**src/ps_bridge_params.svh**
```systemverilog
//////////////////////////////////////////////////////////////////////
// PS bus bridge parameters
// Bus widths, register map, timing of the register bank and timeout
//////////////////////////////////////////////////////////////////////

`ifndef PS_BRIDGE_PARAMS_SVH
`define PS_BRIDGE_PARAMS_SVH

// Bus and AXI widths
`define BUS_AW 32
`define BUS_DW 32
`define AXI_IW 12

// Register map, byte offsets
`define REG_ID_OFS   32'h0000_0000
`define REG_SCR0_OFS 32'h0000_0004
`define REG_SCR1_OFS 32'h0000_0008
`define REG_SLOW_OFS 32'h0000_000C

`define BRIDGE_ID_VALUE 32'h5042_0001

// Register bank and bus timing
`define SLOW_WAIT_CYCLES   6
`define ERR_WINDOW_END     32'h0000_0100
`define BUS_TIMEOUT_CYCLES 32

`endif

```
**src/ps_bridge_pkg.sv**
```systemverilog
//////////////////////////////////////////////////////////////////////
// PS bus bridge types
// FSM states, bus operation and AXI response codes
//////////////////////////////////////////////////////////////////////

package ps_bridge_pkg;

  // Transaction FSM states
  typedef enum logic [2:0] {
    IDLE,
    WR_DATA,
    WR_ADDR,
    BUS_WR,
    BUS_RD,
    WAIT_ACK,
    WR_RESP,
    RD_RESP
  } bridge_state_e;

  // Operation of the access in flight
  typedef enum logic {
    OP_WRITE,
    OP_READ
  } bus_op_e;

  // AXI BRESP / RRESP encoding
  typedef enum logic [1:0] {
    RESP_OKAY   = 2'b00,
    RESP_SLVERR = 2'b10,
    RESP_DECERR = 2'b11
  } axi_resp_e;

endpackage

```
**src/sys_bus_if.sv**
```systemverilog
//////////////////////////////////////////////////////////////////////
// System bus interface
// Single outstanding access, one-cycle strobes and acknowledge
//////////////////////////////////////////////////////////////////////

`timescale 1ns/1ps

`include "ps_bridge_params.svh"

interface sys_bus_if;

  // Request side
  logic [`BUS_AW-1:0] addr;
  logic [`BUS_DW-1:0] wdata;
  logic [3:0]         sel;
  logic               wen;
  logic               ren;

  // Response side, err only meaningful with ack
  logic [`BUS_DW-1:0] rdata;
  logic               ack;
  logic               err;

  modport m (
    output addr,
    output wdata,
    output sel,
    output wen,
    output ren,
    input  rdata,
    input  ack,
    input  err
  );

  modport s (
    input  addr,
    input  wdata,
    input  sel,
    input  wen,
    input  ren,
    output rdata,
    output ack,
    output err
  );

  modport mon (
    input ack,
    input err
  );

endinterface

```
**src/axi_addr_data_latch.sv**
```systemverilog
//////////////////////////////////////////////////////////////////////
// AXI address and data latch
// Holds the request in flight, drives it onto the system bus and
// keeps the read data for the R channel
//////////////////////////////////////////////////////////////////////

`timescale 1ns/1ps

`include "ps_bridge_params.svh"

module axi_addr_data_latch (
  input  logic               clk_i,
  input  logic               reset_i,
  input  logic               aw_load_i,
  input  logic               w_load_i,
  input  logic               ar_load_i,
  input  logic               bus_wen_i,
  input  logic               bus_ren_i,
  input  logic               rd_capture_i,
  input  logic [`BUS_AW-1:0] awaddr_i,
  input  logic [`BUS_AW-1:0] araddr_i,
  input  logic [`BUS_DW-1:0] wdata_i,
  input  logic [3:0]         wstrb_i,
  input  logic [`AXI_IW-1:0] awid_i,
  input  logic [`AXI_IW-1:0] arid_i,
  output logic [`BUS_DW-1:0] rdata_o,
  output logic [`AXI_IW-1:0] id_o,
  sys_bus_if.m               bus
);

  logic [`BUS_AW-1:0] addr_q;
  logic [`BUS_DW-1:0] wdata_q;
  logic [3:0]         sel_q;
  logic [`AXI_IW-1:0] id_q;
  logic [`BUS_DW-1:0] rdata_q;

  always_ff @(posedge clk_i) begin
    if (reset_i) begin
      addr_q  <= '0;
      wdata_q <= '0;
      sel_q   <= '0;
      id_q    <= '0;
      rdata_q <= '0;
    end else begin
      if (aw_load_i) begin
        addr_q <= awaddr_i;
        id_q   <= awid_i;
      end else if (ar_load_i) begin
        addr_q <= araddr_i;
        id_q   <= arid_i;
      end
      if (w_load_i) begin
        wdata_q <= wdata_i;
        sel_q   <= wstrb_i;
      end
      if (rd_capture_i) begin
        rdata_q <= bus.rdata;
      end else if (ar_load_i) begin
        // Cleared per read so a failed one returns zero
        rdata_q <= '0;
      end
    end
  end

  assign bus.addr  = addr_q;
  assign bus.wdata = wdata_q;
  assign bus.sel   = bus_ren_i ? 4'hF : sel_q;
  assign bus.wen   = bus_wen_i;
  assign bus.ren   = bus_ren_i;

  assign rdata_o = rdata_q;
  assign id_o    = id_q;

endmodule

```
**src/axi_gp_slave_fsm.sv**
```systemverilog
//////////////////////////////////////////////////////////////////////
// AXI GP slave transaction FSM
// Accepts one single-beat AXI request at a time, sequences the system
// bus access and returns the response once the bus answers
//////////////////////////////////////////////////////////////////////

`timescale 1ns/1ps

module axi_gp_slave_fsm (
  input  logic                    clk_i,
  input  logic                    reset_i,
  // AXI handshakes
  input  logic                    awvalid_i,
  input  logic                    wvalid_i,
  input  logic                    arvalid_i,
  input  logic                    bready_i,
  input  logic                    rready_i,
  output logic                    awready_o,
  output logic                    wready_o,
  output logic                    arready_o,
  output logic                    bvalid_o,
  output logic                    rvalid_o,
  // Latch control
  output logic                    aw_load_o,
  output logic                    w_load_o,
  output logic                    ar_load_o,
  output logic                    bus_wen_o,
  output logic                    bus_ren_o,
  output logic                    rd_capture_o,
  // Timeout timer
  output logic                    timer_start_o,
  input  logic                    timer_expired_i,
  // Response code for B and R channels
  output ps_bridge_pkg::axi_resp_e resp_o,
  sys_bus_if.mon                  bus
);

  import ps_bridge_pkg::*;

  bridge_state_e state_q;
  bridge_state_e state_d;
  bus_op_e       op_q;
  bus_op_e       op_d;
  axi_resp_e     resp_q;
  axi_resp_e     resp_d;
  axi_resp_e     bus_resp;
  logic          bus_done;

  //////////////////////////////////////////////////////////////////////
  // Handshake outputs
  //////////////////////////////////////////////////////////////////////

  assign awready_o = (state_q == IDLE) || (state_q == WR_ADDR);
  assign wready_o  = (state_q == IDLE) || (state_q == WR_DATA);

  // Any write activity in IDLE wins over a pending read
  assign arready_o = (state_q == IDLE) && !awvalid_i && !wvalid_i;

  assign aw_load_o = awvalid_i && awready_o;
  assign w_load_o  = wvalid_i  && wready_o;
  assign ar_load_o = arvalid_i && arready_o;

  assign bvalid_o = (state_q == WR_RESP);
  assign rvalid_o = (state_q == RD_RESP);
  assign resp_o   = resp_q;

  //////////////////////////////////////////////////////////////////////
  // Bus sequencing
  //////////////////////////////////////////////////////////////////////

  // Strobes last exactly one cycle, timer starts with them
  assign bus_wen_o     = (state_q == BUS_WR);
  assign bus_ren_o     = (state_q == BUS_RD);
  assign timer_start_o = bus_wen_o || bus_ren_o;

  assign bus_done = (state_q == WAIT_ACK) && (bus.ack || timer_expired_i);

  // Ack has priority over a coincident expiry
  always_comb begin
    if (bus.ack) begin
      bus_resp = bus.err ? RESP_SLVERR : RESP_OKAY;
    end else begin
      bus_resp = RESP_DECERR;
    end
  end

  // Only good read data is kept
  assign rd_capture_o = (state_q == WAIT_ACK) && (op_q == OP_READ) &&
                        bus.ack && !bus.err;

  //////////////////////////////////////////////////////////////////////
  // Next state
  //////////////////////////////////////////////////////////////////////

  always_comb begin
    state_d = state_q;
    op_d    = op_q;
    resp_d  = resp_q;
    case (state_q)
      IDLE: begin
        if (aw_load_o && w_load_o) begin
          state_d = BUS_WR;
          op_d    = OP_WRITE;
        end else if (aw_load_o) begin
          state_d = WR_DATA;
          op_d    = OP_WRITE;
        end else if (w_load_o) begin
          state_d = WR_ADDR;
          op_d    = OP_WRITE;
        end else if (ar_load_o) begin
          state_d = BUS_RD;
          op_d    = OP_READ;
        end
      end
      WR_DATA: begin
        if (w_load_o) begin
          state_d = BUS_WR;
        end
      end
      WR_ADDR: begin
        if (aw_load_o) begin
          state_d = BUS_WR;
        end
      end
      BUS_WR,
      BUS_RD: begin
        state_d = WAIT_ACK;
      end
      WAIT_ACK: begin
        if (bus_done) begin
          state_d = (op_q == OP_WRITE) ? WR_RESP : RD_RESP;
          resp_d  = bus_resp;
        end
      end
      WR_RESP: begin
        if (bready_i) begin
          state_d = IDLE;
        end
      end
      RD_RESP: begin
        if (rready_i) begin
          state_d = IDLE;
        end
      end
      default: begin
        state_d = IDLE;
      end
    endcase
  end

  always_ff @(posedge clk_i) begin
    if (reset_i) begin
      state_q <= IDLE;
      op_q    <= OP_WRITE;
      resp_q  <= RESP_OKAY;
    end else begin
      state_q <= state_d;
      op_q    <= op_d;
      resp_q  <= resp_d;
    end
  end

endmodule

```
**src/bus_timeout_timer.sv**
```systemverilog
//////////////////////////////////////////////////////////////////////
// Bus timeout timer
// Flags a system bus access left unanswered for too many cycles
//////////////////////////////////////////////////////////////////////

`timescale 1ns/1ps

`include "ps_bridge_params.svh"

module bus_timeout_timer (
  input  logic clk_i,
  input  logic reset_i,
  input  logic start_i,
  output logic expired_o
);

  localparam int CNT_W = $clog2(`BUS_TIMEOUT_CYCLES);

  logic [CNT_W-1:0] cnt_q;
  logic             running_q;

  // Down-counter, zero reached on the last cycle of the window
  always_ff @(posedge clk_i) begin
    if (reset_i) begin
      cnt_q     <= '0;
      running_q <= 1'b0;
    end else if (start_i) begin
      cnt_q     <= CNT_W'(`BUS_TIMEOUT_CYCLES - 1);
      running_q <= 1'b1;
    end else if (running_q) begin
      if (cnt_q == '0) begin
        // One pulse, then wait for the next start
        running_q <= 1'b0;
      end else begin
        cnt_q <= cnt_q - 1'b1;
      end
    end
  end

  assign expired_o = running_q && (cnt_q == '0);

endmodule

```
**src/ps_bus_bridge.sv**
```systemverilog
//////////////////////////////////////////////////////////////////////
// PS GP port to system bus bridge
// Single-beat AXI slave front end with a register bank behind it
//////////////////////////////////////////////////////////////////////

`timescale 1ns/1ps

`include "ps_bridge_params.svh"

module ps_bus_bridge (
  input  logic               clk_i,
  input  logic               reset_i,
  // Write address
  input  logic               awvalid_i,
  input  logic [`BUS_AW-1:0] awaddr_i,
  input  logic [`AXI_IW-1:0] awid_i,
  output logic               awready_o,
  // Write data
  input  logic               wvalid_i,
  input  logic [`BUS_DW-1:0] wdata_i,
  input  logic [3:0]         wstrb_i,
  output logic               wready_o,
  // Write response
  output logic               bvalid_o,
  input  logic               bready_i,
  output logic [`AXI_IW-1:0] bid_o,
  output logic [1:0]         bresp_o,
  // Read address
  input  logic               arvalid_i,
  input  logic [`BUS_AW-1:0] araddr_i,
  input  logic [`AXI_IW-1:0] arid_i,
  output logic               arready_o,
  // Read data
  output logic               rvalid_o,
  input  logic               rready_i,
  output logic [`AXI_IW-1:0] rid_o,
  output logic [`BUS_DW-1:0] rdata_o,
  output logic [1:0]         rresp_o
);

  import ps_bridge_pkg::*;

  axi_resp_e          resp;
  logic [`AXI_IW-1:0] id;
  logic               aw_load;
  logic               w_load;
  logic               ar_load;
  logic               bus_wen;
  logic               bus_ren;
  logic               rd_capture;
  logic               timer_start;
  logic               timer_expired;

  sys_bus_if sys_bus ();

  axi_gp_slave_fsm axi_gp_slave_fsm_i (
    .clk_i           (clk_i),
    .reset_i         (reset_i),
    .awvalid_i       (awvalid_i),
    .wvalid_i        (wvalid_i),
    .arvalid_i       (arvalid_i),
    .bready_i        (bready_i),
    .rready_i        (rready_i),
    .awready_o       (awready_o),
    .wready_o        (wready_o),
    .arready_o       (arready_o),
    .bvalid_o        (bvalid_o),
    .rvalid_o        (rvalid_o),
    .aw_load_o       (aw_load),
    .w_load_o        (w_load),
    .ar_load_o       (ar_load),
    .bus_wen_o       (bus_wen),
    .bus_ren_o       (bus_ren),
    .rd_capture_o    (rd_capture),
    .timer_start_o   (timer_start),
    .timer_expired_i (timer_expired),
    .resp_o          (resp),
    .bus             (sys_bus)
  );

  bus_timeout_timer bus_timeout_timer_i (
    .clk_i     (clk_i),
    .reset_i   (reset_i),
    .start_i   (timer_start),
    .expired_o (timer_expired)
  );

  axi_addr_data_latch axi_addr_data_latch_i (
    .clk_i        (clk_i),
    .reset_i      (reset_i),
    .aw_load_i    (aw_load),
    .w_load_i     (w_load),
    .ar_load_i    (ar_load),
    .bus_wen_i    (bus_wen),
    .bus_ren_i    (bus_ren),
    .rd_capture_i (rd_capture),
    .awaddr_i     (awaddr_i),
    .araddr_i     (araddr_i),
    .wdata_i      (wdata_i),
    .wstrb_i      (wstrb_i),
    .awid_i       (awid_i),
    .arid_i       (arid_i),
    .rdata_o      (rdata_o),
    .id_o         (id),
    .bus          (sys_bus)
  );

  sys_reg_bank sys_reg_bank_i (
    .clk_i   (clk_i),
    .reset_i (reset_i),
    .bus     (sys_bus)
  );

  // Both response channels share ID and code
  assign bid_o   = id;
  assign rid_o   = id;
  assign bresp_o = resp;
  assign rresp_o = resp;

endmodule

```
**src/sys_reg_bank.sv**
```systemverilog
//////////////////////////////////////////////////////////////////////
// System bus register bank
// ID, two scratch registers and a slow register, with an error
// window above them and no answer beyond it
//////////////////////////////////////////////////////////////////////

`timescale 1ns/1ps

`include "ps_bridge_params.svh"

module sys_reg_bank (
  input  logic clk_i,
  input  logic reset_i,
  sys_bus_if.s bus
);

  localparam int SLOW_CW = $clog2(`SLOW_WAIT_CYCLES + 1);

  logic [`BUS_DW-1:0] scr0_q;
  logic [`BUS_DW-1:0] scr1_q;
  logic [`BUS_DW-1:0] slow_q;
  logic [`BUS_DW-1:0] rdata_q;
  logic               ack_q;
  logic               err_q;
  logic               slow_busy_q;
  logic [SLOW_CW-1:0] slow_cnt_q;
  logic               strobe;
  logic               in_err_window;

  // Byte merge of write data by select
  function automatic logic [`BUS_DW-1:0] merge_bytes(
    input logic [`BUS_DW-1:0] old_val,
    input logic [`BUS_DW-1:0] new_val,
    input logic [3:0]         sel
  );
    logic [`BUS_DW-1:0] res;
    res = old_val;
    for (int b = 0; b < 4; b++) begin
      if (sel[b]) begin
        res[8*b +: 8] = new_val[8*b +: 8];
      end
    end
    return res;
  endfunction

  assign strobe        = bus.wen || bus.ren;
  assign in_err_window = (bus.addr > `REG_SLOW_OFS) && (bus.addr < `ERR_WINDOW_END);

  //////////////////////////////////////////////////////////////////////
  // Decode and registers
  //////////////////////////////////////////////////////////////////////

  always_ff @(posedge clk_i) begin
    if (reset_i) begin
      scr0_q      <= '0;
      scr1_q      <= '0;
      slow_q      <= '0;
      ack_q       <= 1'b0;
      err_q       <= 1'b0;
      slow_busy_q <= 1'b0;
      slow_cnt_q  <= '0;
    end else begin
      ack_q <= 1'b0;
      err_q <= 1'b0;
      if (strobe) begin
        case (bus.addr)
          `REG_ID_OFS: begin
            // Writes here are dropped but still answered
            ack_q <= 1'b1;
          end
          `REG_SCR0_OFS: begin
            ack_q <= 1'b1;
            if (bus.wen) begin
              scr0_q <= merge_bytes(scr0_q, bus.wdata, bus.sel);
            end
          end
          `REG_SCR1_OFS: begin
            ack_q <= 1'b1;
            if (bus.wen) begin
              scr1_q <= merge_bytes(scr1_q, bus.wdata, bus.sel);
            end
          end
          `REG_SLOW_OFS: begin
            slow_busy_q <= 1'b1;
            slow_cnt_q  <= SLOW_CW'(`SLOW_WAIT_CYCLES - 1);
            if (bus.wen) begin
              slow_q <= merge_bytes(slow_q, bus.wdata, bus.sel);
            end
          end
          default: begin
            // Unmapped above the window, never acknowledged
            if (in_err_window) begin
              ack_q <= 1'b1;
              err_q <= 1'b1;
            end
          end
        endcase
      end else if (slow_busy_q) begin
        if (slow_cnt_q == '0) begin
          slow_busy_q <= 1'b0;
          ack_q       <= 1'b1;
        end else begin
          slow_cnt_q <= slow_cnt_q - 1'b1;
        end
      end
    end
  end

  // Read data, valid together with ack
  always_ff @(posedge clk_i) begin
    if (strobe && bus.ren) begin
      case (bus.addr)
        `REG_ID_OFS:   rdata_q <= `BRIDGE_ID_VALUE;
        `REG_SCR0_OFS: rdata_q <= scr0_q;
        `REG_SCR1_OFS: rdata_q <= scr1_q;
        default:       rdata_q <= '0;
      endcase
    end else if (slow_busy_q && (slow_cnt_q == '0)) begin
      rdata_q <= slow_q;
    end
  end

  assign bus.rdata = rdata_q;
  assign bus.ack   = ack_q;
  assign bus.err   = err_q;

endmodule

```
**config.mk**
```make
export PLATFORM = sky130hd
export DESIGN_NAME = ps_bus_bridge
export DESIGN_NICKNAME = d
export VERILOG_FILES = /design/src/ps_bridge_pkg.sv /design/src/sys_bus_if.sv /design/src/axi_addr_data_latch.sv /design/src/axi_gp_slave_fsm.sv /design/src/bus_timeout_timer.sv /design/src/ps_bus_bridge.sv /design/src/sys_reg_bank.sv
export VERILOG_INCLUDE_DIRS = /design/src
export SDC_FILE = /design/constraint.sdc
export NUM_CORES = 1
export LEC_CHECK = 0
export ABC_AREA = 0
export BUFFER_PORTS_ARGS = -buffer_cell sky130_fd_sc_hd__buf_2
export CORE_MARGIN = 2
export CORE_UTILIZATION = 44
export DETAILED_ROUTE_END_ITERATION = 16
export GPL_ROUTABILITY_DRIVEN = 0
export PLACE_DENSITY = 0.66
export SKIP_LAST_GASP = 1
export SLEW_MARGIN = 40
export SYNTH_ARGS = -nofsm -noshare
export SYNTH_HDL_FRONTEND = slang
export SYNTH_SLANG_ARGS = --single-unit
```
**constraint.sdc**
```tcl
create_clock -name clk_i -period 4.7 [get_ports clk_i]
set_input_delay 0.705 -clock clk_i [delete_from_list [all_inputs] [get_ports clk_i]]
set_output_delay 0.705 -clock clk_i [all_outputs]
set_load 0.02 [all_outputs]
```
==> summary.txt, run 1 <==
Floorplanning
  – Cell row count: 56
  – Die height: ~160 um
  – Starting Density: approximately 45%
  – I/O pin cnt: 196
  – Die X: between 150 and 200 um
  – Die Area: 25200 um2
  – Core area: roughly 23000 um2

Global route
  – Largest net degree at the start of global routing: ~140
  – Vias in the first global route: between 7000 and 8000
  – First-pass GRT wire length: about 41000 um
  – Initial antenna violation count: 2
  – Congestion Overflow GR: 0
  – Gr usage total: between 20 and 25%

Clock network
  – Root buffer cell: clkbuf_16
  – # H-tree levels: 1
  – CTS max path bufs: 3
  – Hold_buf cts: 0
  – Clk pin slew, worst setup/hold paths: roughly 60 ps
  – Num CTS Buffers: 28
  – PostCTS Resize Cnt: 0
  – Setup Buffers After CTS: 0
  – Count of clock tree sinks: around 260
  – TritonCTS clock tree: done
  – Clk Latency, worst-skew pair: around 540 ps

Synth
  – Synth Flop Type: dfxtp_1
  – Yosys cell types: between 40 and 50
  – FFs w/ async S/R, synth: 0%
  – Post-Synthesis Cell Area: 10500 um2
  – Seq cells post-synth: between 200 and 300
  – Mapped Cells: around 1100
  – Sequential fraction of the synthesis area: between 50 and 60%
  – Synthesized area per cell: 9.34 um2
  – Synth warnings: 0
  – Synthesized Nets: 1262
  – Post-synth EDFFs: 32

Routing
  – Routed len/inst: between 15 and 20 um
  – Antenna Nets Post-Route: 0
  – DR DRC count: 0
  – Final wirelength: ~26000 um
  – First drt pass iteration count: 6
  – 1st-iter DRT viols: ~580
  – Vias/cell: 5.20
  – Vias: around 8400

STA
  – Slew @ Worst Pin: ~750 ps
  – Tcrit/Tclk final: 60.6%
  – Final setup viols: 0
  – Minimum clock period: approximately 2800 ps
  – RSZ-0062 raised after global routing: no
  – Hold_ws: roughly 400 ps
  – Setup_tns: 0 ps
  – Slew HR: 50.0%
  – Hold Vio Cnt, Final: 0
  – Clock Skews: about 15 ps
  – Max-slew violation count: 0
  – Fmax: roughly 350 MHz

Critical path
  – Crit start category: flop
  – Flop2flop setup slack: roughly 1900 ps
  – Critical Path End Type: flop
  – Reg2Reg Depth: 5
  – Worst path arrival time: 3210 ps
  – CP required: a little over 5000 ps
  – Crit Path Category: flop to flop
  – Crit Path Max Fanout: 27

Cells and area
  – Layout area overhead: 18.6%
  – Layout cells sized above 1: just over 20%
  – Filler instances: between 2000 and 2500
  – Final net count: roughly 1400

Power
  – Peak supply drop: between 200 and 300 uV
  – PwrDens: between 400 and 500 nW/um2
  – Leakage power: 5.68 nW

Flow run
  – Max-cap check violation count: 0

Worst hold path
  – WHS Path Cells: 3
  – Worst hold-check path type: primary input to flop

Place
  – Final HPWL DP: approximately 17000 um
  – I/O Buffers: about 200

Outcome
  – Status: complete, no violations
-- metrics by stage --
step	std cells	power (mW)	area, um2	util (%)	setup slack, ps
2_1_floorplan	1127	3.49	10500	-	1320
3_3_place_gp	1559	3.82	11600	49.5	1870
3_5_place_dp	1559	3.84	11600	49.5	1850
4_1_cts	1610	5.85	12500	53.1	1830
5_1_grt	1612	6.10	12500	53.2	1630
6_report	1612	5.80	12500	53.2	1850
-- power breakdown --
group	switching (mW)	leakage, nW	internal (mW)
logic	0.724	3.13	0.402
registers	0.202	2.14	2.46
clock network	0.862	0.414	1.15
-- cells by family (layout without fill, tap and decap cells) --
| logic type | after synthesis | count (layout) | synth area share, % |
|---|---|---|---|
| other | 0 | 2 | 0 |
| AOI/OAI and AO/OA | 216 | 216 | 12.6 |
| adders and majority gates | 4 | 4 | 0.476 |
| DFF | 258 | 258 | 52.1 |
| and+or+nand+nor | 398 | 398 | 16.7 |
| xor gates and xnor gates | 4 | 4 | 0.333 |
| muxes | 141 | 141 | 13.4 |
| buffers and inverters | 106 | 270 | 4.37 |
-- cells in the final DEF, fill, tap and decap left out, types with 20 or more instances in the layout --
cell	n
a21oi_1	86
nand3_1	38
nand2_1	140
clkbuf_16	28
nor2_1	153
a22oi_1	28
edfxtp_1	32
mux2i_1	141
dfxtp_1	226
a211oi_1	45
buf_2	194
o21ai_1	20
-- sequential cells by signal, indices dropped and copies added (netlist names), 2 cells and up --
register,cells
axi_addr_data_latch_i.bus.wdata,32
sys_reg_bank_i.slow_q,32
sys_reg_bank_i.slow_cnt_q,3
axi_addr_data_latch_i.rdata_o,32
sys_reg_bank_i.bus.rdata,32
bus_timeout_timer_i.cnt_q,5
sys_reg_bank_i.scr1_q,32
sys_reg_bank_i.scr0_q,32
axi_addr_data_latch_i.sel_q,4
axi_addr_data_latch_i.id_o,12
axi_gp_slave_fsm_i.state_q,3
axi_gp_slave_fsm_i.resp_o,2
axi_addr_data_latch_i.bus.addr,32
-- layout make-up --
class,instances,area [um2],share of cell area [%]
flip-flops and latches,258,5490,44.0
multi-input cells,763,4620,37.0
repair buffers,205,1070,8.57
clock buffers,40,776,6.22
well taps,319,399,3.20
clock inverters,11,68.8,0.551
inverters,14,52.6,0.421
diodes,2,5.00,0.0401
-- cells in the mapped netlist (all sizes together), types with 14 or more instances --
cell | n | area share [%]
nand3 | 47 | 2.6
buf | 28 | 1.6
mux2i | 141 | 13
nand2 | 142 | 5.1
edfxtp | 32 | 9.1
a22oi | 28 | 2.0
inv | 14 | 0.50
clkbuf | 64 | 2.3
and3 | 14 | 0.83
nor2 | 153 | 5.5
a211oi | 45 | 3.2
a21oi | 86 | 4.1
dfxtp | 226 | 43
o21ai | 40 | 1.9
-- critical path, stage by stage, from the launching register on --
cell and delay [ps]:
dfxtp_1 310, nor4_1 410, and4_1 710, nand2_1 130, or3_2 810, o21ai_0 280
-- final timing paths --
path	to	startpoint
worst max-delay path	sys_reg_bank_i.bus.rdata[27]	axi_addr_data_latch_i.bus.addr[31]
worst min-delay path	axi_addr_data_latch_i.bus.wdata[10]	wdata_i[10]
worst max register to register	sys_reg_bank_i.bus.rdata[27]	axi_addr_data_latch_i.bus.addr[31]
worst min register to register	axi_addr_data_latch_i.rdata_o[30]	axi_addr_data_latch_i.rdata_o[30]
-- layer usage --
metal  up-vias  share of wire (%)  track usage [%]
met1      3934                 48             28.8
met4         0                2.1             5.92
met3        38                4.6             3.05
met5         -                  0                0
li1       4215                  -                -
met2       200                 45             31.7
Note: power is estimated with default switching activity, not from simulation.
==> run 2: changes to the inputs <==
--- a/config.mk
+++ b/config.mk
@@ -6,13 +6,13 @@
 export SDC_FILE = /design/constraint.sdc
 export NUM_CORES = 1
 export LEC_CHECK = 0
-export ABC_AREA = 0
+export ABC_AREA = 1
 export BUFFER_PORTS_ARGS = -buffer_cell sky130_fd_sc_hd__buf_2
 export CORE_MARGIN = 2
 export CORE_UTILIZATION = 44
 export DETAILED_ROUTE_END_ITERATION = 16
 export GPL_ROUTABILITY_DRIVEN = 0
-export PLACE_DENSITY = 0.66
+export PLACE_DENSITY = 0.65
 export SKIP_LAST_GASP = 1
 export SLEW_MARGIN = 40
 export SYNTH_ARGS = -nofsm -noshare
==> constraint.sdc (replaced) <==
create_clock -name clk_i -period 2.9 [get_ports clk_i]
set_input_delay 0.435 -clock clk_i [delete_from_list [all_inputs] [get_ports clk_i]]
set_output_delay 0.435 -clock clk_i [all_outputs]
set_load 0.02 [all_outputs]
==> run 2 against run 1 <==
Effect of this change: utilization decreased by 0.37 points; via count increased by 22%; design area increased by 6.5%; wire length increased by 13%; clock skew about the same; critical endpoint is now arready_o; largest cell class unchanged; highest routed layer is now met5.
==> summary.txt, run 2 <==
Synth
  – Yosys top cell by area: dfxtp_1 (unchanged)
  – Post-synth EDFFs: 32 (unchanged)
  – Sequential fraction of the synthesis area: 48.6% (was 52.1%)
  – Top-count cell post-synth: nand2_1 (was dfxtp_1)
  – Yosys cell types: 36 (was 46)
  – Synth warnings: 0 (unchanged)
  – Commonest cells in the netlist: nand2_1, dfxtp_1, nor2_1 (was dfxtp_1, nor2_1, nand2_1)
  – Post-Synthesis Cell Area: 11300 um2 (was 10500 um2)
  – Post-synth top area share: 40.1% (was 43.0%)
  – Synthesized Nets: 1599 (was 1262)
  – Mapped Cells: 1464 (was 1127)
  – FFs w/ async S/R, synth: 0% (unchanged)
  – Synthesized area per cell: 7.71 um2 (was 9.34 um2)
  – Seq cells post-synth: 258 (unchanged)
  – Synth Flop Type: dfxtp_1 (unchanged)
  – Synth area leaders: dfxtp_1, nand2_1, edfxtp_1, nor2_1, a21oi_1 (was dfxtp_1, mux2i_1, edfxtp_1, nor2_1, nand2_1)

STA
  – Setup_tns: 0 ps (unchanged)
  – Hold Vio Cnt, Final: 0 (unchanged)
  – RSZ-0062 raised after global routing: no (unchanged)
  – Tcrit/Tclk final: about three quarters
  – Slew @ Worst Pin: 693 ps (was 749 ps)
  – Final worst setup slack: 681 ps (was 1850 ps)
  – Slew HR: 53.8% (was 50.0%)
  – Fmax: around 450 MHz
  – Max-slew violation count: 0 (unchanged)
  – Clock Skews: 15.0 ps (was 14.8 ps)
  – Minimum clock period: approximately 2200 ps
  – Final setup viols: 0 (unchanged)

Floorplanning
  – Die height: 164 um (was 159 um)
  – Die X: 164 um (was 159 um)
  – Core area: 25200 um2 (was 23500 um2)
  – I/O pin cnt: 196 (unchanged)
  – Starting Density: 44.8% (about the same)
  – Cell row count: 58 (was 56)
  – Die Area: 26900 um2 (was 25200 um2)

Place
  – I/O Buffers: 195 (unchanged)
  – Setup WS pre-CTS: 706 ps (was 1850 ps)
  – Final HPWL DP: 19900 um (was 16600 um)
  – Area after DPL: 12400 um2 (was 11600 um2)

Worst hold path
  – Worst hold-check path type: primary input to flop (unchanged)
  – WHS Path Cells: 3 (unchanged)

Global route
  – Vias in the first global route: 9308 (was 7883)
  – First-pass GRT wire length: 47500 um (was 40800 um)
  – Initial antenna violation count: 1 (was 2)
  – Congestion Overflow GR: 0 (unchanged)
  – Gr usage total: 21.5% (was 20.2%)
  – Largest net degree at the start of global routing: 73 (was 136)

Routing
  – Routed len/inst: 14.8 um (was 15.9 um)
  – Antenna Nets Post-Route: 0 (unchanged)
  – DR DRC count: 0 (unchanged)
  – Final wirelength: 29000 um (was 25700 um)
  – Vias: 10202 (was 8387)
  – First drt pass iteration count: 5 (was 6)
  – Vias/cell: 5.21 (was 5.20)
  – 1st-iter DRT viols: 890 (was 581)

Clock network
  – TritonCTS clock tree: done (unchanged)
  – Root buffer cell: clkbuf_16 (unchanged)
  – Clk pin slew, worst setup/hold paths: 60 ps (about the same)
  – CTS max path bufs: 3 (unchanged)
  – Clk Latency, worst-skew pair: 530 ps (was 540 ps)
  – Num CTS Buffers: 27 (was 28)
  – Hold_buf cts: 0 (unchanged)
  – Setup Buffers After CTS: 0 (unchanged)
  – Count of clock tree sinks: 258 (unchanged)
  – PostCTS Resize Cnt: 0 (unchanged)
  – # H-tree levels: 1 (unchanged)

Critical path
  – Crit start category: flop (unchanged)
  – CP required: 2470 ps (was 5060 ps)
  – Critical Path End Type: output port (was flop)
  – Crit Path Max Fanout: 7 (was 27)
  – Worst path arrival time: 1780 ps (was 3210 ps)
  – Reg2Reg Depth: 8 (was 5)
  – Crit Path Category: flop to output port (was flop to flop)

Power
  – Peak supply drop: 571 uV (was 253 uV)
  – PwrDens: 841 nW/um2 (was 465 nW/um2)
  – Leakage power: 5.56 nW (was 5.68 nW)

Cells and area
  – ANT cells: 0 (was 2)
  – Most frequent cells in the layout: nand2_1, dfxtp_1, nor2_1 (was dfxtp_1, buf_2, nor2_1)
  – Design Area, Final: 13300 um2 (was 12500 um2)
  – Final net count: 1745 (was 1405)
  – Layout cells sized above 1: 20.5% (was 20.4%)
  – Commonest non-fill, non-tap cell in the layout: nand2_1 (was dfxtp_1)
  – Layout area overhead: 17.8% (was 18.6%)

Flow run
  – Max-cap check violation count: 0 (unchanged)

Outcome
  – Status: complete, no violations (unchanged)
==> run 2: cells by family (layout without fill, tap and decap cells) <==
group | after synthesis | count (layout) | share of synthesized area [%]
XOR/XNOR | 1 | 1 | 0.0776
multiplexers | 44 | 44 | 4.39
buffers and inverters | 168 | 334 | 6.88
AND/OR/NAND/NOR | 712 | 712 | 27.2
adder cells (fa/ha/maj) | 4 | 4 | 0.444
AO/OA/AOI/OAI | 277 | 277 | 12.4
flip-flops | 258 | 258 | 48.6
==> run 2: report_power, final <==
| group | switching [mW] | internal, mW | total (mW) |
|---|---|---|---|
| combinational | 2.10 | 1.05 | 3.15 |
| clock | 1.38 | 2.07 | 3.45 |
| sequential | 0.444 | 4.14 | 4.59 |
==> run 2: routing by layer <==
layer / part of all wire [%] / track usage [%]
met5: 0.038 / 0
met1: 49 / 32.0
met4: 1.6 / 4.43
met3: 7.1 / 3.56
met2: 43 / 32.7
==> run 2: final cells by class <==
type	count	area, um2
fillers	2467	11900
flip-flops and latches	258	5490
multi-input cells	1038	5040
repair buffers	224	1230
clock buffers	35	746
well taps	330	413
inverters	61	234
clock inverters	14	141
==> run 2: critical path, stage by stage, from the launching register on <==
cell and delay, ps:
dfxtp_1 410, nor2_4 180, nand2_2 100, or2_1 270
nor2_4 130, buf_2 180
==> run 2: worst paths after layout <==
check	from	slack (ps)	endpoint
worst max-delay path	axi_gp_slave_fsm_i.state_q[2]	680	arready_o
worst min-delay path	wdata_i[16]	150	axi_addr_data_latch_i.bus.wdata[16]
worst max register to register	axi_addr_data_latch_i.bus.addr[7]	710	sys_reg_bank_i.scr0_q[0]
worst min register to register	sys_reg_bank_i.bus.ack	430	axi_gp_slave_fsm_i.resp_o[0]
==> run 2: through the flow <==
step	hold slack [ps]	utilization [%]	power, mW	cells
after CTS	140	52.8	11.3	1960
after global routing	178	52.8	11.9	1960
after floorplan	412	-	6.97	1464
after global placement	423	49.3	7.74	1911
final	153	52.8	11.2	1960
after detailed placement	422	49.3	7.79	1911
==> run 3: changes to the inputs <==
--- a/config.mk
+++ b/config.mk
@@ -6,13 +6,13 @@
 export SDC_FILE = /design/constraint.sdc
 export NUM_CORES = 1
 export LEC_CHECK = 0
-export ABC_AREA = 1
+export ABC_AREA = 0
 export BUFFER_PORTS_ARGS = -buffer_cell sky130_fd_sc_hd__buf_2
 export CORE_MARGIN = 2
 export CORE_UTILIZATION = 44
 export DETAILED_ROUTE_END_ITERATION = 16
 export GPL_ROUTABILITY_DRIVEN = 0
-export PLACE_DENSITY = 0.65
+export PLACE_DENSITY = 0.66
 export SKIP_LAST_GASP = 1
 export SLEW_MARGIN = 40
 export SYNTH_ARGS = -nofsm -noshare
==> constraint.sdc (replaced) <==
create_clock -name clk_i -period 2.2 [get_ports clk_i]
set_input_delay 0.33 -clock clk_i [delete_from_list [all_inputs] [get_ports clk_i]]
set_output_delay 0.33 -clock clk_i [all_outputs]
set_load 0.02 [all_outputs]
==> run 3 against run 2 <==
Effect of this change: die area shrank 6.6%; flip-flop and latch count unchanged; sequential share of layout area grew 0.94 points; count of clock-buffer cells in the layout increased by 2; highest routed layer is now met4; critical path depth up 2; the run now ends with setup timing left; hold slack worse by 140 ps; utilization rose by 2.6 points; combinational power down 16%.
==> summary.txt, run 3 (synthesis results as in run 1) <==
Power
  – P_int: 9.17 mW (was 7.26 mW)
  – Peak supply drop: 601 uV (was 571 uV)
  – PwrDens: 1000 nW/um2 (was 841 nW/um2)
  – Net Sw Frac: 29.7% (was 35.1%)
  – Leakage power: 5.97 nW (was 5.56 nW)
  – Switching power total: 3.88 mW (was 3.93 mW)
  – Overall power: 13.1 mW (was 11.2 mW)
  – Gate power share: 20.4% (was 28.1%)
  – Clock share of power: 36.7% (was 30.9%)
  – Seq pwr share: 42.9% (was 41.0%)

Clock network
  – Clk pin slew, worst setup/hold paths: 60 ps (about the same)
  – Root buffer cell: clkbuf_16 (unchanged)
  – Hold_buf cts: 0 (unchanged)
  – Clk Latency, worst-skew pair: 540 ps (was 530 ps)
  – Num CTS Buffers: 27 (unchanged)
  – # H-tree levels: 1 (unchanged)
  – TritonCTS clock tree: done (unchanged)
  – CTS max path bufs: 3 (unchanged)
  – Count of clock tree sinks: 258 (unchanged)

Floorplanning
  – Die Area: 25200 um2 (was 26900 um2)
  – Die X: 159 um (was 164 um)
  – Die height: 159 um (was 164 um)
  – Core area: 23500 um2 (was 25200 um2)
  – I/O pin cnt: 196 (unchanged)
  – Cell row count: 56 (was 58)
  – Starting Density: 44.8% (about the same)

STA
  – Setup_tns: -84.8 ps (was 0 ps)
  – Clock Skews: 7.13 ps (was 15.0 ps)
  – Final worst setup slack: -21.7 ps (was 681 ps)
  – Hold Vio Cnt, Final: 0 (unchanged)
  – Hold_ws: 17.4 ps (was 153 ps)
  – RSZ-0062 raised after global routing: yes (was no)
  – Minimum clock period: approximately 2200 ps
  – Max-slew violation count: 0 (unchanged)
  – Slew HR: 67.6% (was 53.8%)
  – Tcrit/Tclk final: 101%
  – Slew @ Worst Pin: 473 ps (was 693 ps)
  – Fmax: 450 MHz
  – Final setup viols: 9 (was 0)

Place
  – Final HPWL DP: 17300 um (was 19900 um)
  – I/O Buffers: 195 (unchanged)
  – Dpl cells: 1584 (was 1911)
  – Setup WS pre-CTS: -59.3 ps (was 706 ps)

Routing
  – DR DRC count: 0 (unchanged)
  – First drt pass iteration count: 5 (unchanged)
  – Antenna Nets Post-Route: 0 (unchanged)
  – Vias/cell: 5.20 (was 5.21)
  – 1st-iter DRT viols: 462 (was 890)
  – Routed len/inst: 16.0 um (was 14.8 um)
  – Vias: 8548 (was 10202)
  – Final wirelength: 26300 um (was 29000 um)

Worst hold path
  – Hold Path Origin: wstrb_i[2] (was wdata_i[16])
  – Worst hold-check path type: primary input to flop (unchanged)

Critical path
  – Crit-path most repeated cell: buf_4 (was nor2_4)
  – Crit path largest cell delay: 560 ps (was 410 ps)
  – Crit-path slowest cell: or4_4 (was dfxtp_1)
  – Crit Path Max Fanout: 5 (was 7)
  – CP cell instances: or4_4 -> nor4_4 -> nand2_1 -> buf_4 -> nor3_1 -> buf_4 -> a32o_2 (was nor2_4 -> nand2_2 -> or2_1 -> nor2_4 -> buf_2)
  – Worst path arrival time: 2620 ps (was 1780 ps)
  – R2R Path Start: axi_addr_data_latch_i.bus.addr[4] (was axi_addr_data_latch_i.bus.addr[7])
  – CP required: 2600 ps (was 2470 ps)
  – Worst setup path start: axi_addr_data_latch_i.bus.addr[4] (was axi_gp_slave_fsm_i.state_q[2])
  – Crit Path Category: flop to flop (was flop to output port)
  – Crit start category: flop (unchanged)
  – Critical Path End Type: flop (was output port)

Cells and area
  – Layout cells sized above 1: 23.5% (was 20.5%)
  – Filler instances: 2138 (was 2467)
  – Finished Layout Cells: 1644 (was 1960)
  – Commonest non-fill, non-tap cell in the layout: dfxtp_1 (was nand2_1)
  – Final net count: 1435 (was 1745)
  – Most frequent cells in the layout: dfxtp_1, buf_2, nor2_1 (was nand2_1, dfxtp_1, nor2_1)
  – Layout area overhead: 23.5% (was 17.8%)

Flow run
  – Max-cap check violation count: 0 (unchanged)

Global route
  – Initial antenna violation count: 4 (was 1)
  – Vias in the first global route: 7921 (was 9308)
  – Congestion Overflow GR: 0 (unchanged)
  – First-pass GRT wire length: 41200 um (was 47500 um)
  – Gr usage total: 20.5% (was 21.5%)
  – Largest net degree at the start of global routing: 68 (was 73)

Outcome
  – Status: complete, but fails checks (was complete, no violations)
  – Violated checks: setup timing
-- run 3: changes by cell type in the layout (fill, tap and decap cells not counted), sizes merged, moves of 51 or more --
cell   delta
nand2   -172
mux2i   +141
o21ai    -81
nor2     -70
nand4    -68
a21oi    -62
nand3    -51
-- run 3: critical path, delay by kind of cell (launching register included) --
kind                   cells  cell delay [ps]
AOI/OAI and AO/OA          1              210
buffers and inverters      2              340
DFF                        1              310
and+or+nand+nor            4             1210
-- run 3: per-stage QoR --
| stage | cell area, um2 | util, % |
|---|---|---|
| floorplan | 10500 | - |
| global placement | 11900 | 50.8 |
| detailed placement | 11900 | 50.8 |
| CTS | 12900 | 54.9 |
| global route | 13000 | 55.4 |
| finish | 13000 | 55.4 |
-- run 3: what timing repair did --
| action | 4_1_cts | 5_1_grt |
|---|---|---|
| cloned | 0 | 2 |
| hold endpoints to repair | 0 | 0 |
| setup buffers | 0 | 4 |
| pin swaps | 0 | 3 |
| setup endpoints to repair | 12 | 112 |
| gates resized for setup | 3 | 17 |
-- run 3: layout make-up --
type	count	area, um2	share of cell area, %
well taps	319	399	3.07
repair buffers	236	1450	11.2
clock inverters	13	181	1.40
multi-input cells	763	4660	35.8
inverters	14	52.6	0.404
clock buffers	37	763	5.87
diodes	4	10.0	0.0770
flip-flops and latches	258	5490	42.2
-- run 3: metal layers --
metal  global-route usage (%)  routed length (um)  up-vias  share of wire (%)
met2                     33.3               12200      178                 47
li1                         -                   -     4292                  -
met3                     2.80                1100       40                4.2
met1                     28.3               12400     4038                 47
met4                     6.35                 560        0                2.1
met5                        0                   0        -                  0
-- run 3: power by group through the flow --
stage               logic [mW]  registers, mW  clock network, mW
floorplan                 1.80           5.66                  0
global placement          2.59           5.69                  0
detailed placement        2.63           5.70                  0
CTS                       2.65           5.60               4.88
global route              2.96           5.66               5.07
finish                    2.66           5.60               4.79
-- run 3: final timing paths --
path              slack (ps)                           endpoint  depth (start not counted)
setup / recovery         -20        sys_reg_bank_i.bus.rdata[0]                          7
hold / removal            20     axi_addr_data_latch_i.sel_q[2]                          3
setup reg to reg         -20        sys_reg_bank_i.bus.rdata[0]                          7
hold reg to reg          460  axi_addr_data_latch_i.rdata_o[20]                          2
